===== config.mk =====
export PLATFORM = sky130hd
export DESIGN_NAME = resdmac
export DESIGN_NICKNAME = d
export VERILOG_FILES = /design/src/logic/sdmac_bus_pkg.sv /design/src/logic/sdmac_ctrl_pkg.sv /design/src/logic/cpu_sm.sv /design/src/logic/dma_fifo.sv /design/src/logic/resdmac.sv /design/src/logic/scsi_sm.sv /design/src/logic/sdmac_regs.sv
export SDC_FILE = /design/constraint.sdc
export NUM_CORES = 1
export LEC_CHECK = 0
export BUFFER_PORTS_ARGS = -buffer_cell sky130_fd_sc_hd__buf_2
export CAP_MARGIN = 0
export CORE_ASPECT_RATIO = 0.6
export CORE_MARGIN = 4
export CORE_UTILIZATION = 50
export CTS_CLUSTER_SIZE = 12
export DETAILED_ROUTE_END_ITERATION = 10
export PLACE_DENSITY = 0.77
export RECOVER_POWER = 100
export SLEW_MARGIN = 20
export SYNTH_ARGS = -nofsm -noshare
export SYNTH_HDL_FRONTEND = slang
export SYNTH_SLANG_ARGS = --single-unit
export TNS_END_PERCENT = 50

===== constraint.sdc =====
create_clock -name sclk_i -period 5.05 [get_ports sclk_i]
set_clock_uncertainty 0.15 [all_clocks]
set_input_delay 1.01 -clock sclk_i [delete_from_list [all_inputs] [get_ports sclk_i]]
set_output_delay 1.01 -clock sclk_i [all_outputs]
set_load 0.005 [all_outputs]

===== src/logic/sdmac_bus_pkg.sv =====
`default_nettype none

package sdmac_bus_pkg;

    // Bus widths
    localparam int HOST_DW   = 32;    // 68030 longword
    localparam int PERIPH_DW = 16;    // WD33C93 data port
    localparam int REG_AW    = 5;     // Host address bits 6 to 2

    typedef logic [HOST_DW-1:0]   host_data_t;
    typedef logic [PERIPH_DW-1:0] periph_data_t;
    typedef logic [REG_AW-1:0]    reg_addr_t;

endpackage

`default_nettype wire


===== src/logic/sdmac_ctrl_pkg.sv =====
`default_nettype none

package sdmac_ctrl_pkg;

    // Register offsets, already shifted right by two
    localparam sdmac_bus_pkg::reg_addr_t ADDR_CNTR  = 5'h02;  // 0x08
    localparam sdmac_bus_pkg::reg_addr_t ADDR_FLUSH = 5'h05;  // 0x14
    localparam sdmac_bus_pkg::reg_addr_t ADDR_ISTR  = 5'h07;  // 0x1C

    typedef struct packed {
        logic dir;        // 1 memory to peripheral
        logic dma_en;
        logic int_en;
    } dma_ctrl_t;

    typedef struct packed {
        logic empty;
        logic full;       // No room for another halfword
        logic long_rdy;   // Complete longword at the head
        logic half_rdy;
    } fifo_stat_t;

    typedef enum logic [2:0] {
        CPU_IDLE,
        CPU_REQ,
        CPU_OWN,
        CPU_CYCLE,
        CPU_RELEASE
    } cpu_state_t;

    typedef enum logic [1:0] {
        SCSI_IDLE,
        SCSI_STROBE,
        SCSI_HOLD
    } scsi_state_t;

endpackage

`default_nettype wire


===== src/logic/cpu_sm.sv =====
`timescale 1ns/1ps
`default_nettype none

module cpu_sm (
    input  wire                         sclk_i,
    input  wire                         rst_n_i,
    input  wire sdmac_ctrl_pkg::dma_ctrl_t  ctrl_i,
    input  wire sdmac_ctrl_pkg::fifo_stat_t stat_i,
    input  wire                         bg_n_i,
    input  wire [1:0]                   dsack_n_i,
    input  wire                         berr_n_i,
    input  wire sdmac_bus_pkg::host_data_t  data_i,
    input  wire sdmac_bus_pkg::host_data_t  rd_long_i,
    output logic                        br_o,
    output logic                        own_o,      // BGACK
    output logic                        as_n_o,
    output logic                        ds_n_o,
    output logic                        rw_o,
    output sdmac_bus_pkg::host_data_t   data_o,
    output logic                        push_long_o,
    output logic                        pop_long_o,
    output sdmac_bus_pkg::host_data_t   wr_long_o
);

    sdmac_ctrl_pkg::cpu_state_t state_q;
    logic need_xfer;
    logic dsack_ok;
    logic cycle_end;

    // Direction 0 drains complete longwords, direction 1 fills free slots
    assign need_xfer = ctrl_i.dma_en & (ctrl_i.dir ? ~stat_i.full : stat_i.long_rdy);
    assign dsack_ok  = (dsack_n_i == 2'b00);    // 32-bit port only
    assign cycle_end = dsack_ok | ~berr_n_i;

    always_ff @(posedge sclk_i or negedge rst_n_i) begin
        if (!rst_n_i) begin
            state_q     <= sdmac_ctrl_pkg::CPU_IDLE;
            br_o        <= 1'b0;
            own_o       <= 1'b0;
            as_n_o      <= 1'b1;
            ds_n_o      <= 1'b1;
            rw_o        <= 1'b1;
            push_long_o <= 1'b0;
            pop_long_o  <= 1'b0;
        end else begin
            push_long_o <= 1'b0;
            pop_long_o  <= 1'b0;
            case (state_q)
                sdmac_ctrl_pkg::CPU_IDLE: begin
                    if (need_xfer) begin
                        br_o    <= 1'b1;
                        state_q <= sdmac_ctrl_pkg::CPU_REQ;
                    end
                end
                sdmac_ctrl_pkg::CPU_REQ: begin
                    if (!bg_n_i) begin            // Granted, take the bus
                        br_o    <= 1'b0;
                        own_o   <= 1'b1;
                        state_q <= sdmac_ctrl_pkg::CPU_OWN;
                    end
                end
                sdmac_ctrl_pkg::CPU_OWN: begin
                    as_n_o  <= 1'b0;
                    ds_n_o  <= 1'b0;
                    rw_o    <= ctrl_i.dir;        // Memory read when feeding the peripheral
                    state_q <= sdmac_ctrl_pkg::CPU_CYCLE;
                end
                sdmac_ctrl_pkg::CPU_CYCLE: begin
                    if (cycle_end) begin
                        as_n_o <= 1'b1;
                        ds_n_o <= 1'b1;
                        // Bus error drops the word, it is retried next tenure
                        if (berr_n_i && dsack_ok) begin
                            push_long_o <= rw_o;
                            pop_long_o  <= ~rw_o;
                        end
                        state_q <= sdmac_ctrl_pkg::CPU_RELEASE;
                    end
                end
                sdmac_ctrl_pkg::CPU_RELEASE: begin
                    own_o   <= 1'b0;
                    state_q <= sdmac_ctrl_pkg::CPU_IDLE;
                end
                default: state_q <= sdmac_ctrl_pkg::CPU_IDLE;
            endcase
        end
    end

    always_ff @(posedge sclk_i) begin
        if (state_q == sdmac_ctrl_pkg::CPU_OWN)
            data_o <= rd_long_i;                  // Head word for the write cycle
        if ((state_q == sdmac_ctrl_pkg::CPU_CYCLE) && dsack_ok)
            wr_long_o <= data_i;
    end

endmodule

`default_nettype wire


===== src/logic/dma_fifo.sv =====
`timescale 1ns/1ps
`default_nettype none

module dma_fifo #(
    parameter int FIFO_DEPTH = 4
) (
    input  wire                          sclk_i,
    input  wire                          rst_n_i,
    input  wire sdmac_ctrl_pkg::dma_ctrl_t   ctrl_i,
    input  wire                          flush_req_i,
    input  wire                          push_half_i,
    input  wire sdmac_bus_pkg::periph_data_t wr_half_i,
    input  wire                          pop_half_i,
    input  wire                          push_long_i,
    input  wire sdmac_bus_pkg::host_data_t   wr_long_i,
    input  wire                          pop_long_i,
    output sdmac_bus_pkg::periph_data_t  rd_half_o,
    output sdmac_bus_pkg::host_data_t    rd_long_o,
    output sdmac_ctrl_pkg::fifo_stat_t   stat_o,
    output logic                         flush_done_o
);

    localparam int SLOT_W = $clog2(FIFO_DEPTH);
    localparam int PTR_W  = SLOT_W + 2;   // Half bit, slot index, wrap bit

    sdmac_bus_pkg::host_data_t mem_q [FIFO_DEPTH];
    logic [PTR_W-1:0]  wr_ptr_q;
    logic [PTR_W-1:0]  rd_ptr_q;
    logic [PTR_W-1:0]  level;             // Held halfwords
    logic [SLOT_W-1:0] wr_slot;
    logic [SLOT_W-1:0] rd_slot;
    logic              is_empty;
    logic              flush_pend_q;
    logic              pad;

    assign wr_slot  = wr_ptr_q[SLOT_W:1];
    assign rd_slot  = rd_ptr_q[SLOT_W:1];
    assign level    = wr_ptr_q - rd_ptr_q;
    assign is_empty = (level == '0);
    assign pad      = flush_req_i & wr_ptr_q[0] & ~push_half_i;   // Odd halfword waiting

    assign stat_o.empty    = is_empty;
    // Longword pushes need a whole free slot
    assign stat_o.full     = ctrl_i.dir ? (level >= PTR_W'(2 * FIFO_DEPTH - 1))
                                        : (level == PTR_W'(2 * FIFO_DEPTH));
    assign stat_o.long_rdy = (level >= PTR_W'(2));
    assign stat_o.half_rdy = ~is_empty;

    // First halfword is the upper half
    assign rd_long_o = mem_q[rd_slot];
    assign rd_half_o = rd_ptr_q[0] ? mem_q[rd_slot][15:0] : mem_q[rd_slot][31:16];

    always_ff @(posedge sclk_i or negedge rst_n_i) begin
        if (!rst_n_i) begin
            wr_ptr_q     <= '0;
            rd_ptr_q     <= '0;
            flush_pend_q <= 1'b0;
            flush_done_o <= 1'b0;
        end else if (!ctrl_i.dma_en) begin
            wr_ptr_q     <= '0;           // Disabled DMA discards the contents
            rd_ptr_q     <= '0;
            flush_pend_q <= 1'b0;
            flush_done_o <= 1'b0;
        end else begin
            if (push_half_i || pad)
                wr_ptr_q <= wr_ptr_q + 1'b1;
            else if (push_long_i)
                wr_ptr_q <= wr_ptr_q + 2'd2;
            if (pop_half_i)
                rd_ptr_q <= rd_ptr_q + 1'b1;
            else if (pop_long_i)
                rd_ptr_q <= rd_ptr_q + 2'd2;
            flush_done_o <= 1'b0;
            if (flush_req_i) begin
                flush_pend_q <= 1'b1;
            end else if (flush_pend_q && is_empty) begin
                flush_pend_q <= 1'b0;
                flush_done_o <= 1'b1;
            end
        end
    end

    always_ff @(posedge sclk_i) begin
        if (push_half_i) begin
            if (wr_ptr_q[0])
                mem_q[wr_slot][15:0] <= wr_half_i;
            else
                mem_q[wr_slot][31:16] <= wr_half_i;
        end else if (pad) begin
            mem_q[wr_slot][15:0] <= '0;
        end else if (push_long_i) begin
            mem_q[wr_slot] <= wr_long_i;
        end
    end

endmodule

`default_nettype wire


===== src/logic/resdmac.sv =====
`timescale 1ns/1ps
`default_nettype none

module resdmac #(
    parameter int FIFO_DEPTH    = 4,
    parameter int STROBE_CYCLES = 2
) (
    input  wire                          sclk_i,
    input  wire                          rst_n_i,
    // Register port
    input  wire                          reg_sel_i,
    input  wire                          reg_we_i,
    input  wire sdmac_bus_pkg::reg_addr_t    reg_addr_i,
    input  wire sdmac_bus_pkg::host_data_t   reg_wdata_i,
    output sdmac_bus_pkg::host_data_t    reg_rdata_o,
    // Host bus master
    output logic                         br_o,
    input  wire                          bg_n_i,
    output logic                         own_o,
    output logic                         as_n_o,
    output logic                         ds_n_o,
    output logic                         rw_o,
    input  wire [1:0]                    dsack_n_i,
    input  wire                          berr_n_i,
    input  wire sdmac_bus_pkg::host_data_t   data_i,
    output sdmac_bus_pkg::host_data_t    data_o,
    // Peripheral port
    input  wire                          dreq_n_i,
    output logic                         dack_n_o,
    output logic                         ior_n_o,
    output logic                         iow_n_o,
    input  wire sdmac_bus_pkg::periph_data_t pd_i,
    output sdmac_bus_pkg::periph_data_t  pd_o,
    input  wire                          periph_int_i,
    output logic                         int_o
);

    sdmac_ctrl_pkg::dma_ctrl_t   ctrl;
    sdmac_ctrl_pkg::fifo_stat_t  stat;
    logic                        flush_req;
    logic                        flush_done;
    logic                        push_long;
    logic                        pop_long;
    sdmac_bus_pkg::host_data_t   wr_long;
    sdmac_bus_pkg::host_data_t   rd_long;
    logic                        push_half;
    logic                        pop_half;
    sdmac_bus_pkg::periph_data_t wr_half;
    sdmac_bus_pkg::periph_data_t rd_half;

    sdmac_regs u_regs (
        .sclk_i       (sclk_i),
        .rst_n_i      (rst_n_i),
        .reg_sel_i    (reg_sel_i),
        .reg_we_i     (reg_we_i),
        .reg_addr_i   (reg_addr_i),
        .reg_wdata_i  (reg_wdata_i),
        .stat_i       (stat),
        .flush_done_i (flush_done),
        .periph_int_i (periph_int_i),
        .reg_rdata_o  (reg_rdata_o),
        .ctrl_o       (ctrl),
        .flush_req_o  (flush_req),
        .int_o        (int_o)
    );

    cpu_sm u_cpu_sm (
        .sclk_i      (sclk_i),
        .rst_n_i     (rst_n_i),
        .ctrl_i      (ctrl),
        .stat_i      (stat),
        .bg_n_i      (bg_n_i),
        .dsack_n_i   (dsack_n_i),
        .berr_n_i    (berr_n_i),
        .data_i      (data_i),
        .rd_long_i   (rd_long),
        .br_o        (br_o),
        .own_o       (own_o),
        .as_n_o      (as_n_o),
        .ds_n_o      (ds_n_o),
        .rw_o        (rw_o),
        .data_o      (data_o),
        .push_long_o (push_long),
        .pop_long_o  (pop_long),
        .wr_long_o   (wr_long)
    );

    scsi_sm #(
        .STROBE_CYCLES (STROBE_CYCLES)
    ) u_scsi_sm (
        .sclk_i      (sclk_i),
        .rst_n_i     (rst_n_i),
        .ctrl_i      (ctrl),
        .stat_i      (stat),
        .dreq_n_i    (dreq_n_i),
        .pd_i        (pd_i),
        .rd_half_i   (rd_half),
        .dack_n_o    (dack_n_o),
        .ior_n_o     (ior_n_o),
        .iow_n_o     (iow_n_o),
        .pd_o        (pd_o),
        .push_half_o (push_half),
        .pop_half_o  (pop_half),
        .wr_half_o   (wr_half)
    );

    dma_fifo #(
        .FIFO_DEPTH (FIFO_DEPTH)
    ) u_fifo (
        .sclk_i       (sclk_i),
        .rst_n_i      (rst_n_i),
        .ctrl_i       (ctrl),
        .flush_req_i  (flush_req),
        .push_half_i  (push_half),
        .wr_half_i    (wr_half),
        .pop_half_i   (pop_half),
        .push_long_i  (push_long),
        .wr_long_i    (wr_long),
        .pop_long_i   (pop_long),
        .rd_half_o    (rd_half),
        .rd_long_o    (rd_long),
        .stat_o       (stat),
        .flush_done_o (flush_done)
    );

endmodule

`default_nettype wire


===== src/logic/scsi_sm.sv =====
`timescale 1ns/1ps
`default_nettype none

module scsi_sm #(
    parameter int STROBE_CYCLES = 2
) (
    input  wire                          sclk_i,
    input  wire                          rst_n_i,
    input  wire sdmac_ctrl_pkg::dma_ctrl_t   ctrl_i,
    input  wire sdmac_ctrl_pkg::fifo_stat_t  stat_i,
    input  wire                          dreq_n_i,
    input  wire sdmac_bus_pkg::periph_data_t pd_i,
    input  wire sdmac_bus_pkg::periph_data_t rd_half_i,
    output logic                         dack_n_o,
    output logic                         ior_n_o,
    output logic                         iow_n_o,
    output sdmac_bus_pkg::periph_data_t  pd_o,
    output logic                         push_half_o,
    output logic                         pop_half_o,
    output sdmac_bus_pkg::periph_data_t  wr_half_o
);

    localparam int CNT_W = (STROBE_CYCLES > 1) ? $clog2(STROBE_CYCLES) : 1;

    sdmac_ctrl_pkg::scsi_state_t state_q;
    logic [CNT_W-1:0] cnt_q;      // Strobe width
    logic can_start;
    logic last_strobe;

    // Full FIFO holds off reads, no halfword holds off writes
    assign can_start = ctrl_i.dma_en & ~dreq_n_i &
                       (ctrl_i.dir ? stat_i.half_rdy : ~stat_i.full);
    assign last_strobe = (state_q == sdmac_ctrl_pkg::SCSI_STROBE) &&
                         (cnt_q == CNT_W'(STROBE_CYCLES - 1));

    // Active strobe tells the direction of the cycle in flight
    assign push_half_o = last_strobe & ~ior_n_o;
    assign pop_half_o  = last_strobe & ~iow_n_o;
    assign wr_half_o   = pd_i;

    always_ff @(posedge sclk_i or negedge rst_n_i) begin
        if (!rst_n_i) begin
            state_q  <= sdmac_ctrl_pkg::SCSI_IDLE;
            cnt_q    <= '0;
            dack_n_o <= 1'b1;
            ior_n_o  <= 1'b1;
            iow_n_o  <= 1'b1;
        end else begin
            case (state_q)
                sdmac_ctrl_pkg::SCSI_IDLE: begin
                    if (can_start) begin
                        dack_n_o <= 1'b0;
                        ior_n_o  <= ctrl_i.dir;
                        iow_n_o  <= ~ctrl_i.dir;
                        cnt_q    <= '0;
                        state_q  <= sdmac_ctrl_pkg::SCSI_STROBE;
                    end
                end
                sdmac_ctrl_pkg::SCSI_STROBE: begin
                    if (last_strobe) begin
                        dack_n_o <= 1'b1;
                        ior_n_o  <= 1'b1;
                        iow_n_o  <= 1'b1;
                        state_q  <= sdmac_ctrl_pkg::SCSI_HOLD;
                    end else begin
                        cnt_q <= cnt_q + 1'b1;
                    end
                end
                sdmac_ctrl_pkg::SCSI_HOLD: state_q <= sdmac_ctrl_pkg::SCSI_IDLE;  // Recovery
                default: state_q <= sdmac_ctrl_pkg::SCSI_IDLE;
            endcase
        end
    end

    // Write data stays on the port for the whole strobe
    always_ff @(posedge sclk_i) begin
        if ((state_q == sdmac_ctrl_pkg::SCSI_IDLE) && can_start)
            pd_o <= rd_half_i;
    end

endmodule

`default_nettype wire


===== src/logic/sdmac_regs.sv =====
`timescale 1ns/1ps
`default_nettype none

module sdmac_regs (
    input  wire                        sclk_i,
    input  wire                        rst_n_i,
    input  wire                        reg_sel_i,
    input  wire                        reg_we_i,
    input  wire sdmac_bus_pkg::reg_addr_t  reg_addr_i,
    input  wire sdmac_bus_pkg::host_data_t reg_wdata_i,
    input  wire sdmac_ctrl_pkg::fifo_stat_t stat_i,
    input  wire                        flush_done_i,
    input  wire                        periph_int_i,
    output sdmac_bus_pkg::host_data_t  reg_rdata_o,
    output sdmac_ctrl_pkg::dma_ctrl_t  ctrl_o,
    output logic                       flush_req_o,
    output logic                       int_o
);

    logic wr_en;
    logic rd_en;
    logic flush_done_q;   // Sticky until status is read

    assign wr_en = reg_sel_i & reg_we_i;
    assign rd_en = reg_sel_i & ~reg_we_i;

    always_ff @(posedge sclk_i or negedge rst_n_i) begin
        if (!rst_n_i) begin
            ctrl_o       <= '0;
            flush_req_o  <= 1'b0;
            flush_done_q <= 1'b0;
        end else begin
            flush_req_o <= wr_en && (reg_addr_i == sdmac_ctrl_pkg::ADDR_FLUSH);
            if (wr_en && (reg_addr_i == sdmac_ctrl_pkg::ADDR_CNTR))
                ctrl_o <= sdmac_ctrl_pkg::dma_ctrl_t'(reg_wdata_i[2:0]);
            // A new completion wins over a clearing read
            if (flush_done_i)
                flush_done_q <= 1'b1;
            else if (rd_en && (reg_addr_i == sdmac_ctrl_pkg::ADDR_ISTR))
                flush_done_q <= 1'b0;
        end
    end

    always_ff @(posedge sclk_i) begin
        if (rd_en) begin
            case (reg_addr_i)
                sdmac_ctrl_pkg::ADDR_CNTR: reg_rdata_o <= sdmac_bus_pkg::host_data_t'(ctrl_o);
                sdmac_ctrl_pkg::ADDR_ISTR:
                    reg_rdata_o <= sdmac_bus_pkg::host_data_t'({periph_int_i,
                                                               flush_done_q, stat_i});
                default: reg_rdata_o <= '0;
            endcase
        end
    end

    assign int_o = ctrl_o.int_en & (periph_int_i | flush_done_q);

endmodule

`default_nettype wire


# Word-level counts from Yosys, hierarchy flattened
# Memory sizes are Yosys's and may differ from the RTL's.
# Cells that the tools add are included.
# totals
memories	1
rom_bits	0
latch_bits	0
ramBits	128
wordCells	166
reg_bits	142
out_inout_bits	89
# op_classes
shifts	0
n_addsub	6
n_eq_ne	18
multipliers	0
bitwise	25
n_reduce_logical	25
mux	64
order_cmp	2
n_div	0
# mem_list
name	depth	width	read_ports	rd_clocked_by_memory_dff	wr	line_no	text
u_fifo.mem_q	4	32	1	0	1	dma_fifo.sv:26	sdmac_bus_pkg::host_data_t mem_q [FIFO_DEPTH];
# op_table
cell	n
$mux W16	4
$mux W1	39
$mux W4	6
$pmux W1 S2	7
$pmux W3 S4	1
$pmux W6 S2	1
$reduce_and A3 Y1	4
$and A1 B1 Y1	10
$eq A5 B3 Y1 const B	2
$not A1 Y1	10
$reduce_bool A2 Y1	5
$mux W3	3
$add A4 B1 Y4 const B	2
$add A4 B2 Y4 const B	2
$logic_and A1 B1 Y1	8
$ne A2 B1 Y1 const B	4
$eq A3 B2 Y1 const B	2
$ne A3 B2 Y1 const B	2
$reduce_and A2 Y1	3
$eq A5 B2 Y1 const B	1
$or A1 B1 Y1	5
$eq A4 B4 Y1 const B	1
$ge A4 B2 Y1 const B	1
$ge A4 B3 Y1 const B	1
13 further kinds	16

# Logic depth before layout (Yosys ltp)
# Gate-level depths: netlist (run 1).
# logic_depth
depth_word	10
ltp_mapped	9

# By module
# A second synthesis (run 1) with hierarchy kept.
# unflattened
hier_cells	546
area_unflattened_um2	9987.1
# by_module_without_submodules
module	area_per_inst_um2	instances	cells_each	seq_area_each_um2
dma_fifo	6032.0	1	320	4093.9
cpu_sm	2376.0	1	105	2149.6
scsi_sm	905.9	1	61	634.4
sdmac_regs	673.1	1	60	305.3

# Least setup slack after synthesis (run 1)
# Ideal clock, no wire load.
# synth_timing
path_kind	in2reg
start	in dsack_n_i[1]
end	reg u_cpu_sm.pop_long_o
path_buffers	0
slack_ns	-0.145
setup_ns	0.086
t_arrival_ns	4.959
required_time_ns	4.814
cell_stages	2
cell_sequence	nor4b_1 -> and3b_1
# synth_via
elab_chain_len	5
elab_cells_between_ends	6
# synth_rtl
item	line_no	text
start: declaration	resdmac.sv:23	input wire [1:0] dsack_n_i,
$logic_not A2 Y1 (*)	cpu_sm.sv:32	assign dsack_ok = (dsack_n_i == 2'b00);
$logic_and A1 B1 Y1	cpu_sm.sv:73	if (berr_n_i && dsack_ok) begin
$mux W1	cpu_sm.sv:73	
$mux W1 (*)	cpu_sm.sv:69	if (cycle_end) begin
$mux W1 (*)	cpu_sm.sv:48	case (state_q)
end signal: assignment	cpu_sm.sv:75	pop_long_o <= ~rw_o;
end: declaration	cpu_sm.sv:21	output logic pop_long_o,
# Mark *: on every way between the ends. The rest lies on a longest branch, timed or not.
# A chain may end at the register's enable or synchronous reset.

# Worst setup path after layout (run 1)
# layout_timing
start	reg u_scsi_sm.ior_n_o
end	reg u_fifo.wr_ptr_q[3]
# layout_via
elab_chain_len	7
elab_cells_between_ends	8
# layout_rtl
item	line_no	text
start: declaration	scsi_sm.sv:15	output logic ior_n_o,
start signal: assignment	scsi_sm.sv:53	ior_n_o <= ctrl_i.dir;
$not A1 Y1 (*)	scsi_sm.sv:37	assign push_half_o = last_strobe & ~ior_n_o;
$and A1 B1 Y1 (*)	scsi_sm.sv:37	
$not A1 Y1	dma_fifo.sv:40	assign pad = flush_req_i & wr_ptr_q[0] & ~push_half_i;
$and A1 B1 Y1	dma_fifo.sv:40	
$logic_or A1 B1 Y1 (*)	dma_fifo.sv:65	if (push_half_i || pad)
$mux W4	dma_fifo.sv:65	
$mux W4	dma_fifo.sv:59	end else if (!ctrl_i.dma_en) begin
end signal: assignment	dma_fifo.sv:66	wr_ptr_q <= wr_ptr_q + 1'b1;
end signal: assignment	dma_fifo.sv:68	wr_ptr_q <= wr_ptr_q + 2'd2;
end: declaration	dma_fifo.sv:27	logic [PTR_W-1:0] wr_ptr_q;
# Marked as above.

==> reports/metrics.yaml, run 1 <==
layout.nets: 804
seqPwrFrac_pct: 54.6
p_sw_share_pct: 22.7
grt_pass1_wl_mm: 31.2
gp_congestion: 0.796
drt_iter0_markers: 587
drive_gt1_share_pct: 24.9
avgSynthCellArea_sq_um: 17.5
synthCells: 561
crit_required_ns: 5.30
fin_area_sq_um: 11300
p_switching_uw: 1030
fp.dieH_um: 117
power_uw: 4510
grt_usage_pct: 18.8
stdcell_count: 983
die-width_um: 189
synthArstFlopShare_pct: 12.3
finalSetupTns_ns: 0
setup.worst_path.start_class: "flop"
cts_hold_buf: 0
ys_ff_latch: 244
h-tree-depth: 1
min_from: "u_fifo.flush_done_o"
endpoint_kind: "flop"
die_area_sq_um: 22000
pwr-share-comb_pct: 8.4
syn2layout_area_growth_pct: 14.6
antenna_found_initial: 1
numPlacedInstances: 938
avgViaCountPerCell: 5.42
preCtsSetupSlack_ns: 1.84
grt_pass1_vias: 5319
root_buffer: "clkbuf_16"
netlist-cell-type-count: 54
post_cts.repair.setup_buffers: 0
worst_pin_slew_ns: 3.04
slew_viol_final: 119
fin_ws_ns: 1.18
rows: 39
cts.sinks: 244
initial_core_util_pct: 51.3
ir_worst_vdd_mv: 0.252
drc_errors: 0
grt_max_degree: 36
status: "finished with violations"
rr_worst_depth: 5
grtUsageMet1_pct: 28.9
critPathMaxFanout: 18
ant_nets: 0
cpPeakStageDelay_ns: 1.69
critPathKind: "flop to flop"
r2r_start: "u_scsi_sm.ior_n_o"
relSlewSlack_pct: -103
ys.flop_type: "edfxtp_1"
min_path_cells: 1
synth-edff-count: 214
final_hold_viol_count: 0
met2_usage_pct: 26.6
firstDrtPassIters: 6
overflow: 0
routed_wl_mm: 20.8
clock.fmax_mhz: 258
place.detailed.hpwl_mm: 14.0
power_density_nw_per_um2: 401
rsz0062_at_grt: "no"
clockBufferDepth: 3
hold_class: "flop to flop"
timing.final.crit_share_pct: 76.6
cp_cell_sequence: "nand4bb_1 -> nand3_1 -> a21boi_1 -> xor2_1 -> and2_0"
cts_resized: 0
worstReg2RegEnd: "u_fifo.wr_ptr_q[3]"
path_clk_slew_ns: 0.06
setup_viol: 0
cts_tree: "done"
busiest_layer: "met1"
clockPowerShare_pct: 37.0
maxCapViolCount: 4
min_period_ns: 3.87
violations: "max-capacitance violations, max-slew violations"
io_pins: 184
p_int_uw: 3490
yosysWarnings: 0
clock_latency_ns: 0.52
core_sq_um: 19200
ys_seq_area_share_pct: 73.1
synth_area_sq_um: 9830
cellLeakagePower_uw: 0.00412
numCtsBuffers: 24
worstPathArrival_ns: 4.12
port_buffers: 128
wire_per_inst_um: 21.2
min_to: "u_regs.flush_done_q"
place_area_sq_um: 10600
worst_path_max_delay_cell: "a21boi_1"
reg2reg_slack_ns: 1.18
gr-usage-met3_pct: 5.82
vias: 5332
==> power groups by stage <==
stage               registers, uW  logic, uW  clock network (uW)
floorplan                    2480        227                   0
global placement             2490        387                   0
detailed placement           2500        405                   0
CTS                          2460        408                1690
global route                 2480        423                1790
finish                       2470        378                1670
==> state kept, by name, summed over array words and instances, names as in the netlist, 2 cells and up <==
name and flops:
u_scsi_sm.state_q 2, u_cpu_sm.data_o 32, u_scsi_sm.pd_o 16, u_regs.reg_rdata_o 6, u_cpu_sm.wr_long_o 32, u_fifo.rd_ptr_q 4
u_fifo.wr_ptr_q 4, u_regs.ctrl_o 3, u_cpu_sm.state_q 3, u_fifo.mem_q 128
==> through the flow <==
step           hold slack (ns)  util (%)
6_report                 0.297      58.7
5_1_grt                  0.324      58.7
3_3_place_gp             0.267      55.5
2_1_floorplan            0.254         -
4_1_cts                  0.301      59.3
3_5_place_dp             0.287      55.5
==> logic make-up (layout without fill, tap and decap cells) <==
| logic type | count (synthesis) | in the layout | share of synthesized area [%] |
|---|---|---|---|
| adders and majority gates | 11 | 11 | 1.48 |
| muxes | 52 | 52 | 9.62 |
| and+or+nand+nor | 126 | 126 | 6.43 |
| AOI/OAI and AO/OA | 58 | 58 | 4.62 |
| DFF | 244 | 244 | 73.1 |
| buffers and inverters | 60 | 190 | 3.78 |
| other | 1 | 27 | 0.0382 |
| xor gates and xnor gates | 9 | 9 | 0.955 |
==> cell usage after synthesis (3+ instances only) <==
library cell,count,area [sq um]
a21o_1,3,22.5
nor2b_1,4,25.0
dfrtp_1,25,626
nor3b_1,3,22.5
buf_6,4,45.0
a22o_1,17,149
nand2_1,68,255
dfstp_2,5,131
xnor2_1,4,35.0
nor3_1,5,25.0
o21a_1,4,30.0
nor2_1,11,41.3
and3_1,3,18.8
ha_1,10,125
inv_1,13,48.8
a21oi_1,8,40.0
buf_2,9,45.0
mux4_2,32,721
edfxtp_1,214,6430
buf_4,28,210
clkbuf_1,5,18.8
and2_1,13,81.3
o21ai_0,8,40.0
xor2_1,4,35.0
nand2b_1,6,37.5
mux2_2,20,225
==> worst max path at each step <==
stage / startpoint / end / depth (start not counted)
finish: u_scsi_sm.ior_n_o / u_fifo.wr_ptr_q[3] / 5
global route: u_fifo.rd_ptr_q[0] / u_scsi_sm.pd_o[9] / 9
CTS: u_scsi_sm.ior_n_o / u_fifo.wr_ptr_q[3] / 5
detailed placement: u_scsi_sm.ior_n_o / u_fifo.wr_ptr_q[3] / 5
global placement: u_scsi_sm.ior_n_o / u_fifo.wr_ptr_q[3] / 5
floorplan: dsack_n_i[0] / u_cpu_sm.wr_long_o[0] / 1
==> layout make-up <==
cell class / count / area (sq um)
fillers: 1446 / 7920
flip-flops and latches: 244 / 7180
multi-input cells: 282 / 2350
clock buffers: 44 / 728
repair buffers: 133 / 619
well taps: 266 / 333
inverters: 13 / 48.8
diodes: 1 / 2.50
==> worst max-delay path, delay by kind of cell, from the launching register on <==
kind,cells,cell delay [ns]
DFF,1,0.57
xor gates and xnor gates,1,0.12
and+or+nand+nor,3,1.21
AOI/OAI and AO/OA,1,1.69
==> placed cells by master (no fill, tap or decap), types with 2 or more instances in the layout <==
cell         n
edfxtp_1   214
buf_2       87
nand2_1     68
clkbuf_1    59
mux4_2      32
conb_1      26
clkbuf_16   26
dfrtp_1     24
mux2_2      20
a22o_1      17
inv_1       13
nor2_1      11
ha_1        10
and2_0       9
o21ai_0      9
a21oi_1      8
nand2b_1     6
nor3_1       5
and2_1       4
xnor2_1      4
o21a_1       4
nor2b_1      4
xor2_1       4
dfstp_1      4
nor3b_1      3
and3_1       3
a21o_1       3
buf_4        3
nand3_1      2
nand3b_1     2
nor4b_1      2
and4bb_1     2
a31oi_1      2
o31ai_2      2
o211a_1      2
a2bb2oi_1    2
==> layer usage <==
metal	vias to the layer above	wire length [um]
li1	2365	-
met1	2681	9650
met2	266	8690
met3	20	2200
met4	0	275
met5	-	0
Power figures use the tool's default switching activity.
==> run 2, diff against run 1 <==
==> constraint.sdc (replaced) <==
create_clock -name sclk_i -period 3.1 [get_ports sclk_i]
set_clock_uncertainty 0.15 [all_clocks]
set_input_delay 0.62 -clock sclk_i [delete_from_list [all_inputs] [get_ports sclk_i]]
set_output_delay 0.62 -clock sclk_i [all_outputs]
set_load 0.005 [all_outputs]
==> reports/metrics.yaml, run 2 (synthesized netlist as in run 1, its figures left out) <==
drive_gt1_share_pct: 26.3
top_register: "u_fifo.mem_q"
status: "finished with violations"
reg_top3: "u_fifo.mem_q x128, u_cpu_sm.data_o x32, u_cpu_sm.wr_long_o x32"
violations: "max-capacitance violations, max-slew violations"
grt_max_degree: 36
ant_nets: 0
core_sq_um: 19200
min_from: "data_i[4]"
crit_required_ns: 3.12
power_uw: 7250
utilization_pct: 58.9
gp_congestion: 0.803
r2r_start: "u_scsi_sm.state_q[1]"
cp_top_family: "buffers and inverters"
finalSetupTns_ns: 0
ir_worst_vdd_mv: 0.353
cts.sinks: 244
power_density_nw_per_um2: 642
worst_path_max_delay_cell: "clkbuf_1"
cellLeakagePower_uw: 0.00416
overflow: 0
layout_commonest_cell: "edfxtp_1"
die_area_sq_um: 22000
routed_wl_mm: 20.3
rsz0062_at_grt: "no"
crit_buf_inv: 2
final_cell_mix: "214 x edfxtp_1, 90 x buf_2, 68 x nand2_1"
endpoint_kind: "flop"
clock_latency_ns: 0.50
h-tree-depth: 1
timing.final.crit_share_pct: 93.4
io_pins: 184
reg2reg_slack_ns: 0.20
critPathMaxFanout: 18
syn2layout_area_growth_pct: 15.0
avgViaCountPerCell: 5.34
rows: 39
setup.worst_path.start_class: "flop"
hold_class: "input pin to flop"
die-width_um: 189
drc_errors: 0
min_period_ns: 2.90
clockBufferDepth: 3
firstDrtPassIters: 4
cts_hold_buf: 0
root_buffer: "clkbuf_16"
p_switching_uw: 1630
grt_pass1_wl_mm: 30.4
critPathLaunch: "u_scsi_sm.state_q[1]"
p_int_uw: 5630
fp.dieH_um: 117
initial_core_util_pct: 51.3
cts_tree: "done"
critPathKind: "flop to flop"
worst_pin_slew_ns: 1.67
relSlewSlack_pct: -11.2
clock.fmax_mhz: 345
grt_usage_pct: 18.2
pwr-share-comb_pct: 8.4
clockPowerShare_pct: 36.5
cp_cell_sequence: "nand4bb_1 -> nand3_1 -> clkbuf_1 -> a21boi_0 -> clkbuf_2"
port_buffers: 128
maxCapViolCount: 1
path_clk_slew_ns: 0.06
cpPeakStageDelay_ns: 0.74
setup_viol: 0
cp.depth: 5
rr_worst_depth: 5
layout.nets: 815
drt_iter0_markers: 451
p_sw_share_pct: 22.4
grt_pass1_vias: 5181
antenna_found_initial: 3
crit_end: "u_fifo.mem_q[3][7]"
final_hold_viol_count: 0
wire_per_inst_um: 20.4
stdcell_count: 994
slew_viol_final: 31
place.detailed.hpwl_mm: 13.8
largest_reg_flops: 128
worstReg2RegEnd: "u_fifo.mem_q[3][7]"
worstPathArrival_ns: 2.91
seqPwrFrac_pct: 55.1
numPlacedInstances: 948
vias: 5303
numCtsBuffers: 24
run 2: routing by layer:
| metal | GRT usage, % | routed length [um] |
|---|---|---|
| met1 | 28.5 | 9740 |
| met2 | 25.7 | 8490 |
| met3 | 4.87 | 1850 |
| met4 | 4.17 | 233 |
| met5 | 0 | 0 |
run 2: worst register-to-register path, cell delays in order, from the launching register on:
cell	delay (ns)
dfrtp_1	0.42
nand4bb_1	0.27
nand3_1	0.13
clkbuf_1	0.74
a21boi_0	0.41
clkbuf_2	0.43
run 2: what timing repair did:
| action | in CTS | in global routing |
|---|---|---|
| endpoints found under the setup margin | 0 | 16 |
| resized for setup | 0 | 1 |
| buffers inserted | 0 | 1 |
run 2: how the worst min path moves through the flow:
| stage | end | slack, ns | cells after the start |
|---|---|---|---|
| global route | u_cpu_sm.wr_long_o[3] | 0.11 | 1 |
| finish | u_cpu_sm.wr_long_o[4] | 0.14 | 1 |
| detailed placement | u_regs.flush_done_q | 0.28 | 1 |
| global placement | u_regs.flush_done_q | 0.26 | 1 |
| floorplan | u_cpu_sm.br_o | 0.17 | 0 |
| CTS | u_scsi_sm.state_q[1] | 0.008 | 1 |
run 2: metrics by stage:
step,worst slack [ns],hold WS [ns],cell area [sq um]
final,0.204,0.137,11300
after global placement,0.228,0.262,10700
after global routing,0.0627,0.112,11300
after floorplan,0.200,0.174,9940
after detailed placement,0.151,0.276,10700
after CTS,0.131,0.00824,11400
run 2: layout make-up:
| cell class | count | area (sq um) |
|---|---|---|
| sequential | 244 | 7180 |
| multi-input combinational | 282 | 2350 |
| clock buffer | 42 | 699 |
| inverter | 13 | 50.0 |
| tap | 266 | 333 |
| antenna | 1 | 2.50 |
| clock inverter | 2 | 8.76 |
| timing repair buffer | 144 | 676 |
| fill | 1451 | 7880 |
run 2: power groups by stage:
stage | registers (uW) | clock network, uW | logic, uW
floorplan | 4040 | 0 | 374
global placement | 4050 | 0 | 621
detailed placement | 4060 | 0 | 651
CTS | 4000 | 2700 | 654
global route | 4020 | 2860 | 680
finish | 4000 | 2640 | 612
==> run 3, diff against run 2 <==
--- a/config.mk
+++ b/config.mk
@@ -7,12 +7,14 @@
 export LEC_CHECK = 0
 export BUFFER_PORTS_ARGS = -buffer_cell sky130_fd_sc_hd__buf_2
 export CAP_MARGIN = 0
+export CELL_PAD_IN_SITES_DETAIL_PLACEMENT = 1
+export CELL_PAD_IN_SITES_GLOBAL_PLACEMENT = 2
 export CORE_ASPECT_RATIO = 0.6
 export CORE_MARGIN = 4
-export CORE_UTILIZATION = 50
+export CORE_UTILIZATION = 36
 export CTS_CLUSTER_SIZE = 12
 export DETAILED_ROUTE_END_ITERATION = 10
-export PLACE_DENSITY = 0.77
+export PLACE_DENSITY = 0.76
 export RECOVER_POWER = 100
 export SLEW_MARGIN = 20
 export SYNTH_ARGS = -nofsm -noshare
==> reports/metrics.yaml, run 3 (synthesized netlist as in run 1, its figures left out) <==
status: "finished with violations"
violations: "max-capacitance violations, max-slew violations"
endpoint_kind: "flop"
firstDrtPassIters: 4
port_buffers: 128
reg_top3: "u_fifo.mem_q x128, u_cpu_sm.data_o x32, u_cpu_sm.wr_long_o x32"
rows: 46
numCtsBuffers: 25
min_path_cells: 1
syn2layout_area_growth_pct: 16.6
maxCapViolCount: 1
critPathMaxFanout: 35
fin_ws_ns: 0.269
rr_worst_depth: 3
die-width_um: 221
crit_required_ns: 3.20
vias: 5243
layout_commonest_cell: "edfxtp_1"
worstPathArrival_ns: 2.93
power_density_nw_per_um2: 647
cp_top_family: "multiplexers"
setup.worst_path.start_class: "flop"
avgViaCountPerCell: 4.81
grt_max_degree: 36
routed_wl_mm: 23.4
clockBufferDepth: 3
cts.sinks: 244
die_area_sq_um: 30100
worst_path_max_delay_cell: "clkbuf_2"
antenna_found_initial: 0
cpPeakStageDelay_ns: 0.99
clock_latency_ns: 0.51
nFillCells: 2638
top_register: "u_fifo.mem_q"
cp.depth: 3
ir_worst_vdd_mv: 0.353
grt_pass1_vias: 5734
slew_viol_final: 31
fp.dieH_um: 136
timing.final.crit_share_pct: 91.3
core_sq_um: 26600
clock.fmax_mhz: 353
cts_tree: "done"
largest_reg_flops: 128
rsz0062_at_grt: "no"
grt_pass1_wl_mm: 35.1
root_buffer: "clkbuf_16"
diodes: 0
h-tree-depth: 1
finalSetupTns_ns: 0
hold_class: "input pin to flop"
preCtsSetupSlack_ns: 0.139
initial_core_util_pct: 36.9
min_period_ns: 2.83
setup_viol: 0
cp_cell_sequence: "clkbuf_2 -> mux4_2 -> mux2_2"
ant_nets: 0
worst_pin_slew_ns: 1.70
final_hold_viol_count: 0
drive_gt1_share_pct: 25.9
crit_buf_inv: 1
overflow: 0
grt_usage_pct: 15.3
layout.nets: 817
gp_congestion: 0.779
drc_errors: 0
cellLeakagePower_uw: 0.00416
relSlewSlack_pct: -13.2
io_pins: 184
place.detailed.hpwl_mm: 16.4
critPathKind: "flop to flop"
path_clk_slew_ns: 0.06
drt_iter0_markers: 356
wire_per_inst_um: 21.5
final_cell_mix: "214 x edfxtp_1, 79 x buf_2, 68 x nand2_1"
[run 3: cell count changes in the layout (fill, tap and decap cells not counted), sizes merged]
cell      before  now
diode          1    0
clkinv         2    1
clkbuf        92  105
clkinvlp       1    2
buf           94   83
[run 3: final timing paths]
kind,startpoint,end,slack [ns]
max,u_fifo.rd_ptr_q[1],u_scsi_sm.pd_o[1],0.27
min reg2reg,u_fifo.flush_done_o,u_regs.flush_done_q,0.28
min,data_i[18],u_cpu_sm.wr_long_o[18],0.14
min in group asynchronous,rst_n_i,u_cpu_sm.own_o,0.40
max in group asynchronous,rst_n_i,u_fifo.rd_ptr_q[1],1.29
max reg2reg,u_fifo.rd_ptr_q[1],u_scsi_sm.pd_o[1],0.27
[run 3: where the power goes]
group,switching [uW],total (uW),internal [uW]
registers,138,4000,3860
clock network,1170,2760,1590
logic,407,651,244
[run 3: final cells by class]
cell class,count,area [sq um],area share (%)
tap,360,450,3.93
timing repair buffer,145,677,5.90
sequential,244,7180,62.7
clock inverter,2,12.5,0.109
clock buffer,43,733,6.40
multi-input combinational,282,2350,20.5
inverter,13,52.6,0.458
[run 3: layer usage]
metal	global-route usage [%]	share of wire, %
met1	21.6	44
met2	24.3	47
met3	3.75	7.4
met4	3.15	1.7
met5	0	0
[run 3: what timing repair did]
item	in CTS	in global routing
hold buffers	0	0
resized for setup	0	1
setup buffers	0	1
endpoints found under the setup margin	0	16
[run 3: through the flow]
step | util [%] | hold slack [ns] | total power, uW | instances | cell area [sq um]
final | 43.0 | 0.139 | 7410 | 1089 | 11500
after global routing | 43.0 | 0.116 | 7740 | 1089 | 11500
after CTS | 43.5 | 0.0266 | 7550 | 1088 | 11600
after detailed placement | 40.7 | 0.273 | 4770 | 1043 | 10800
after global placement | 40.7 | 0.265 | 4720 | 1043 | 10800
after floorplan | - | 0.174 | 4410 | 586 | 9940
